**config.mk**
```make
export PLATFORM = sky130hd
export DESIGN_NAME = busArbiter
export DESIGN_NICKNAME = d
export VERILOG_FILES = /design/src/memSystem_settings.svh /design/src/memPkg.sv /design/src/busArbiter.sv
export SDC_FILE = /design/constraint.sdc
export NUM_CORES = 1
export LEC_CHECK = 0
export BUFFER_PORTS_ARGS = -buffer_cell sky130_fd_sc_hd__buf_2
export CAP_MARGIN = 20
export CORE_AREA = 2 2 68 70
export CTS_BUF_LIST = sky130_fd_sc_hd__clkbuf_2
export DETAILED_ROUTE_END_ITERATION = 8
export DIE_AREA = 0 0 70 72
export MAX_ROUTING_LAYER = met4
export PLACE_DENSITY = 0.7
export RECOVER_POWER = 50
export REMOVE_ABC_BUFFERS = 1
export SLEW_MARGIN = 20
export SYNTH_ARGS = -nofsm -noshare
export SYNTH_HDL_FRONTEND = slang
export SYNTH_SLANG_ARGS = --single-unit
```
**constraint.sdc**
```tcl
create_clock -name clk -period 1.7 [get_ports clk]
set_input_delay 0.085 -clock clk [delete_from_list [all_inputs] [get_ports clk]]
set_output_delay 0.085 -clock clk [all_outputs]
set_load 0.005 [all_outputs]
```
**src/memSystem_settings.svh**
```systemverilog
// Cache geometry, memory depth, wait states and memory fill pattern
`ifndef MEM_SYSTEM_SETTINGS_SVH
`define MEM_SYSTEM_SETTINGS_SVH

// Lines in each cache
`define CACHE_LINES 64

// Words per cache line
`define BLOCK_WORDS 4

// Memory depth in words
`define MEM_WORDS 4096

// Cycles HReady stays low before a beat completes
`define MEM_WAIT_STATES 2

// Word at byte address A starts out as A ^ MEM_FILL
`define MEM_FILL 32'h3C5A_96F0

`endif
```
**src/memPkg.sv**
```systemverilog
// Address, data word, byte mask, bus owner and cache state types
`default_nettype none

package memPkg;

  // Byte address and data word
  typedef logic [31:0] addrT;
  typedef logic [31:0] wordT;

  // One enable per byte lane, bit 0 covers bits 7:0
  typedef logic [3:0] byteMaskT;

  // Master holding the shared bus
  typedef enum logic
  {
    ownerInstr,
    ownerData
  } busOwnerT;

  // Cache controller states
  typedef enum logic [1:0]
  {
    stateIdle,
    stateFill,
    stateWrite
  } cacheStateT;

endpackage

`default_nettype wire

```
**src/busArbiter.sv**
```systemverilog
// Two-way bus arbiter between the data cache and the instruction cache
`timescale 1ns/1ps
`default_nettype none

module busArbiter
  import memPkg::*;
(
  input  logic     clk,
  input  logic     reset,
  input  logic     instrBusRequest,
  input  addrT     instrBusAddr,
  input  logic     dataBusRequest,
  input  addrT     dataBusAddr,
  input  logic     dataBusWrite,
  input  wordT     dataBusWriteData,
  input  byteMaskT dataBusByteMask,
  input  logic     HReady,
  output logic     instrBusReady,
  output logic     dataBusReady,
  output addrT     HAddr,
  output logic     HRequest,
  output logic     HWrite,
  output wordT     HWData,
  output byteMaskT HByteMask
);

  busOwnerT owner;
  busOwnerT current;
  logic granted;
  logic dataSel;

  // A held grant wins, else the data side goes first
  always_comb
  begin
    if (granted)
      current = owner;
    else if (dataBusRequest)
      current = ownerData;
    else
      current = ownerInstr;
  end

  assign dataSel = (current == ownerData);

  assign HRequest  = dataSel ? dataBusRequest : instrBusRequest;
  assign HAddr     = dataSel ? dataBusAddr : instrBusAddr;
  assign HWrite    = dataSel && dataBusWrite;
  assign HWData    = dataSel ? dataBusWriteData : '0;
  assign HByteMask = dataSel ? dataBusByteMask : '1;

  // Only the owner sees the memory handshake
  assign instrBusReady = HReady && !dataSel;
  assign dataBusReady  = HReady && dataSel;

  // Grant lasts until the owner lets its request go
  always_ff @(posedge clk)
  begin
    if (reset)
    begin
      granted <= 1'b0;
      owner   <= ownerInstr;
    end
    else if (!granted && HRequest)
    begin
      granted <= 1'b1;
      owner   <= current;
    end
    else if (granted && !HRequest)
      granted <= 1'b0;
  end

endmodule

`default_nettype wire

```
==> flow_metrics.py, run 1 <==
metrics = {
    "run_status": {
        "status": "finished clean",
    },
    "pwr": {
        "peakVddDrop_uv": 646,
        "leakage_nw": 1.21,
        "power_density_nw_per_um2": 711,
    },
    "cells_and_area": {
        "fin_nets": 382,
        "antennaDiodeCount": 0,
        "synthToLayoutAreaGrowth_pct": 117,
        "fillCellCount": 418,
        "drive_gt1_frac": 0.791,
        "final_cell_mix": "155 x buf_2, 32 x mux2_4, 30 x nor2b_1, 10 x clkbuf_1",
        "final_common_cell": "buf_2",
    },
    "worst_setup_path": {
        "critPathLaunch": "granted",
        "rr_startpoint": "owner",
        "rr_endpoint": "owner",
        "criticalPathCategory": "register to primary output",
        "slowest_delay_ns": 0.35,
        "cp-end-kind": "primary output",
        "critical_path.startpoint_type": "register",
        "cp.required_ns": 1.62,
        "crit_buf_inv": 3,
        "reg2regPathDepth": 6,
        "critPathSlowestCell": "dfxtp_4",
        "r2r_slack_ns": 0.25,
        "crit_chain": "mux2i_4, buf_12, bufbuf_16, and2b_1, buf_2",
        "critPathTopFamily": "buffers and inverters",
        "critPathArrivalTime_ns": 1.59,
        "worstPathMaxFanout": 19,
    },
    "cts": {
        "clockBufferDepth": 2,
        "cts_tree": "done",
        "clk_pin_slew_ns": 0.03,
        "ctsHoldBuffers": 0,
        "clkLatencyLatePin_ns": 0.20,
        "clock-sinks": 2,
        "htreeDepth": 1,
        "cts-root-buf": "clkbuf_2",
        "cts_buffers": 3,
    },
    "global_route": {
        "gr-usage-all-layers": 0.123,
        "grt-ovfl-total": 0,
        "antenna_found_initial": 0,
        "grt_max_degree": 33,
        "first_global_vias": 1196,
        "grt_pass1_wl_um": 5110,
    },
    "floorplanning": {
        "chipHeight_um": 72,
        "core_um2": 4260,
        "rows": 24,
        "io_pins": 178,
        "start_util": 0.216,
        "die_w_um": 70,
        "die_area_um2": 5040,
    },
    "placed_design": {
        "dp_slack_ns": 0.205,
        "dpl.hpwl_um": 3000,
        "portBuffers": 177,
        "gp_congestion": 0.812,
    },
    "synthesis": {
        "synth.top_cell.area_share": 0.506,
        "avgSynthCellArea_um2": 10.0,
        "synth_seq_cells": 2,
        "yosysTopAreaCell": "mux2_4",
        "synth_area_um2": 920,
        "synth_seq_area_share": 0.0435,
        "yosys.cell_types.count": 15,
        "ys_warn_count": 0,
        "synthCells": 92,
        "synthTopCellsByArea": "mux2_4 51%, nor2b_1 20%, buf_6 4.9%",
    },
    "hold_path": {
        "holdPathStages": 2,
        "holdPathEnd": "granted",
        "hp-start": "reset",
        "hold_class": "input port to register",
    },
    "routing": {
        "first_iter_violations": 17,
        "finalWirelength_um": 3670,
        "wl_per_cell_um": 11.3,
        "firstDrtPassIters": 4,
        "vias_per_cell": 4.04,
        "drc": 0,
        "drtAntennaViolNets": 0,
        "via_count": 1314,
    },
    "sta": {
        "post-route-period-util": 0.988,
        "setup_viol": 0,
        "fin_crit_ns": 1.68,
        "finalHoldViolations": 0,
        "setup_slack_ns": 0.0210,
        "worst_pin_slew_ns": 0.285,
        "rsz0062_at_grt": "true",
        "fmax_mhz": 596,
        "final.setup_skew_ns": 0.00244,
        "final-max-slew-violation-count": 0,
        "slew_headroom": 0.806,
        "whs_ns": 0.0476,
    },
    "flow_run": {
        "drv_cap": 0,
    },
}
-- state kept, by name (all words and copies together) (netlist names) --
signal and count:
granted 1, owner 1
-- Yosys cell counts --
cell type and count:
mux2_2 1, mux2_4 31, mux2i_1 3, or2_2 4
clkbuf_1 3, ha_1 1, inv_1 1, and2b_1 5
mux2i_4 1, nor2b_1 30, and2_1 1, a21oi_1 2
dfxtp_1 2, buf_6 4, nor2_1 3
-- kinds of logic (layout without fill, tap and decap cells) --
| logic type | after synthesis | in the layout | synth area share |
|---|---|---|---|
| and+or+nand+nor | 43 | 43 | 0.291 |
| muxes | 36 | 36 | 0.576 |
| buffers and inverters | 8 | 189 | 0.0653 |
| AOI/OAI and AO/OA | 2 | 2 | 0.0109 |
| DFF | 2 | 2 | 0.0435 |
| adders and majority gates | 1 | 1 | 0.0136 |
-- layer usage --
layer	vias to the layer above	track usage	routed length [um]
li1	671	-	-
met1	552	0.125	1250
met2	91	0.243	2000
met3	0	0.0361	414
met4	0	0.00855	0
met5	-	-	0
-- stage by stage --
stage | TNS (ns) | utilization | instances | area [um2] | power [mW]
4_1_cts | 0 | 0.462 | 324 | 1970 | 1.42
3_3_place_gp | 0 | 0.437 | 317 | 1860 | 1.18
3_5_place_dp | 0 | 0.437 | 317 | 1860 | 1.19
5_1_grt | -0.631 | 0.468 | 325 | 1990 | 1.53
2_1_floorplan | -40.93 | - | 85 | 863 | 0.731
6_report | 0 | 0.468 | 325 | 1990 | 1.42
-- worst max-delay path by stage --
| stage | end | slack (ns) | cells past startpoint |
|---|---|---|---|
| 6_report | HWData[26] | 0.02 | 5 |
| 4_1_cts | HAddr[31] | 0.001 | 4 |
| 2_1_floorplan | HAddr[31] | -0.76 | 2 |
| 5_1_grt | HWData[26] | -0.05 | 5 |
| 3_3_place_gp | HAddr[20] | 0.22 | 4 |
| 3_5_place_dp | HAddr[29] | 0.21 | 4 |
-- power by group --
part	internal [mW]	switching (mW)	leakage, nW
combinational	0.793	0.463	1.18
clock	0.0469	0.0305	0.0125
sequential	0.0663	0.0175	0.0172
-- what timing repair did --
action,CTS,global route
gates cloned,2,1
hold endpoints to repair,0,0
setup buffers,2,1
resized for setup,3,10
pin swaps,0,0
endpoints found under the setup margin,21,39
-- final cells by class --
| cell class | count | area (um2) | area share |
|---|---|---|---|
| multi-input combinational | 82 | 823 | 0.413 |
| clock buffer | 3 | 15.0 | 0.00753 |
| tap | 52 | 65.1 | 0.0326 |
| sequential | 2 | 43.8 | 0.0220 |
| inverter | 1 | 3.75 | 0.00188 |
| timing repair buffer | 185 | 1040 | 0.523 |
Note: power is estimated with default switching activity, not from simulation.
==> run 2: changes to the inputs <==
ABC_CLOCK_PERIOD_IN_PS = 1700   (was default)
CORE_AREA = default   (was 2 2 68 70)
CORE_MARGIN = 5   (was default)
CORE_UTILIZATION = 26   (was default)
DIE_AREA = default   (was 0 0 70 72)
PLACE_DENSITY = 0.82   (was 0.7)
RECOVER_POWER = 25   (was 50)
==> flow_metrics.py, run 2 (same netlist as run 1, synthesis figures left out) <==
metrics = {
    "worst_setup_path": {
        "criticalPathCategory": "register to primary output",
        "critPathTopFamily": "multiplexers",
        "crit_chain": "mux2i_4, buf_4, buf_12, mux2_2, buf_2",
        "critPathLaunch": "granted",
        "crit_buf_inv": 3,
        "slowest_delay_ns": 0.35,
        "cp-end-kind": "primary output",
        "rr_startpoint": "owner",
        "critical_path.startpoint_type": "register",
        "critPathArrivalTime_ns": 1.56,
        "critPathSlowestCell": "dfxtp_2",
        "worstPathMaxFanout": 16,
        "cp.required_ns": 1.62,
    },
    "cts": {
        "clockBufferDepth": 2,
        "cts_buffers": 3,
        "cts_tree": "done",
        "htreeDepth": 1,
        "clk_pin_slew_ns": 0.03,
        "cts-root-buf": "clkbuf_2",
        "clkLatencyLatePin_ns": 0.20,
        "clock-sinks": 2,
    },
    "global_route": {
        "gr-max-usage-layer": "met2",
        "gr-usage-all-layers": 0.167,
        "grt-ovfl-total": 0,
        "grt_pass1_wl_um": 6530,
        "antenna_found_initial": 0,
        "grtUsageMet1": 0.167,
        "first_global_vias": 1392,
        "grt_max_degree": 20,
        "met2_usage": 0.313,
        "gr-usage-met3": 0.0507,
    },
    "sta": {
        "whs_ns": 0.0505,
        "setup_viol": 0,
        "fin_crit_ns": 1.65,
        "tns_ns": 0,
        "final.setup_skew_ns": 0.000673,
        "finalHoldViolations": 0,
        "rsz0062_at_grt": "true",
        "slew_headroom": 0.880,
        "final-max-slew-violation-count": 0,
        "fmax_mhz": 607,
        "worst_pin_slew_ns": 0.175,
        "post-route-period-util": 0.969,
    },
    "routing": {
        "wl_per_cell_um": 13.4,
        "firstDrtPassIters": 3,
        "drtAntennaViolNets": 0,
        "finalWirelength_um": 4350,
        "first_iter_violations": 29,
        "vias_per_cell": 4.22,
        "drc": 0,
        "via_count": 1372,
    },
    "floorplanning": {
        "core_um2": 3390,
        "chipHeight_um": 69.5,
        "die_w_um": 69.5,
        "io_pins": 178,
        "rows": 21,
        "die_area_um2": 4830,
        "start_util": 0.271,
    },
    "cells_and_area": {
        "drive_gt1_frac": 0.828,
        "synthToLayoutAreaGrowth_pct": 120,
        "stdcell_count": 325,
        "antennaDiodeCount": 0,
        "final_cell_mix": "176 x buf_2, 31 x mux2_4, 30 x nor2b_1, 9 x buf_4, 5 x and2b_1",
        "final_common_cell": "buf_2",
        "top_regs": "granted: 1 flops, owner: 1 flops",
        "fin_nets": 388,
    },
    "flow_run": {
        "drv_cap": 0,
    },
    "run_status": {
        "status": "finished clean",
    },
    "placed_design": {
        "gp_congestion": 0.912,
        "placed_cells": 311,
        "dpl.hpwl_um": 3640,
        "portBuffers": 177,
    },
    "pwr": {
        "leakage_nw": 1.27,
        "power_density_nw_per_um2": 734,
        "power.total_mw": 1.48,
        "peakVddDrop_uv": 320,
    },
    "hold_path": {
        "hold_class": "input port to register",
        "hp-start": "reset",
    },
}
## run 2: final timing paths
kind	end	slack, ns	cells after the start
min reg2reg	owner	0.58	2
max	HAddr[31]	0.05	5
max reg2reg	owner	0.31	6
min	granted	0.05	2
## run 2: cell type report
class / count / area (um2)
Clock buffer: 3 / 15.0
Timing Repair Buffer: 191 / 1080
Tap cell: 46 / 57.6
Inverter: 1 / 3.75
Multi-Input combinational cell: 82 / 820
Fill cell: 292 / 1370
Sequential cell: 2 / 41.3
## run 2: layer usage
layer | part of all wire | vias up
met5 | 0 | -
met4 | 0.0051 | 0
met3 | 0.11 | 2
met2 | 0.55 | 89
met1 | 0.34 | 597
li1 | - | 684
## run 2: repair_timing
| item | in CTS | in global routing |
|---|---|---|
| gates resized for setup | 1 | 0 |
| endpoints found under the setup margin | 29 | 32 |
| buffers inserted | 3 | 5 |
| hold buffers | 0 | 0 |
| gates cloned | 2 | 1 |
## run 2: per-stage QoR
stage	area (um2)	util	setup slack [ns]
after floorplan	863	-	-0.763
after detailed placement	1850	0.547	0.192
final	2020	0.596	0.0526
after global routing	2020	0.596	-0.0478
after CTS	1960	0.578	0.00175
after global placement	1850	0.547	0.217
## run 2: report_power, final
| part | switching [mW] | internal, mW | leakage [nW] |
|---|---|---|---|
| logic | 0.475 | 0.848 | 1.24 |
| registers | 0.0176 | 0.0634 | 0.0168 |
| clock network | 0.0309 | 0.0471 | 0.0125 |
## run 2: worst reg2reg max path: cells and delay by family, from the launching register on
family          cells  cell delay [ns]
mux                 2             0.39
flops               1             0.40
compound gates      1             0.09
fa+ha+maj           1             0.19
simple gates        2             0.21
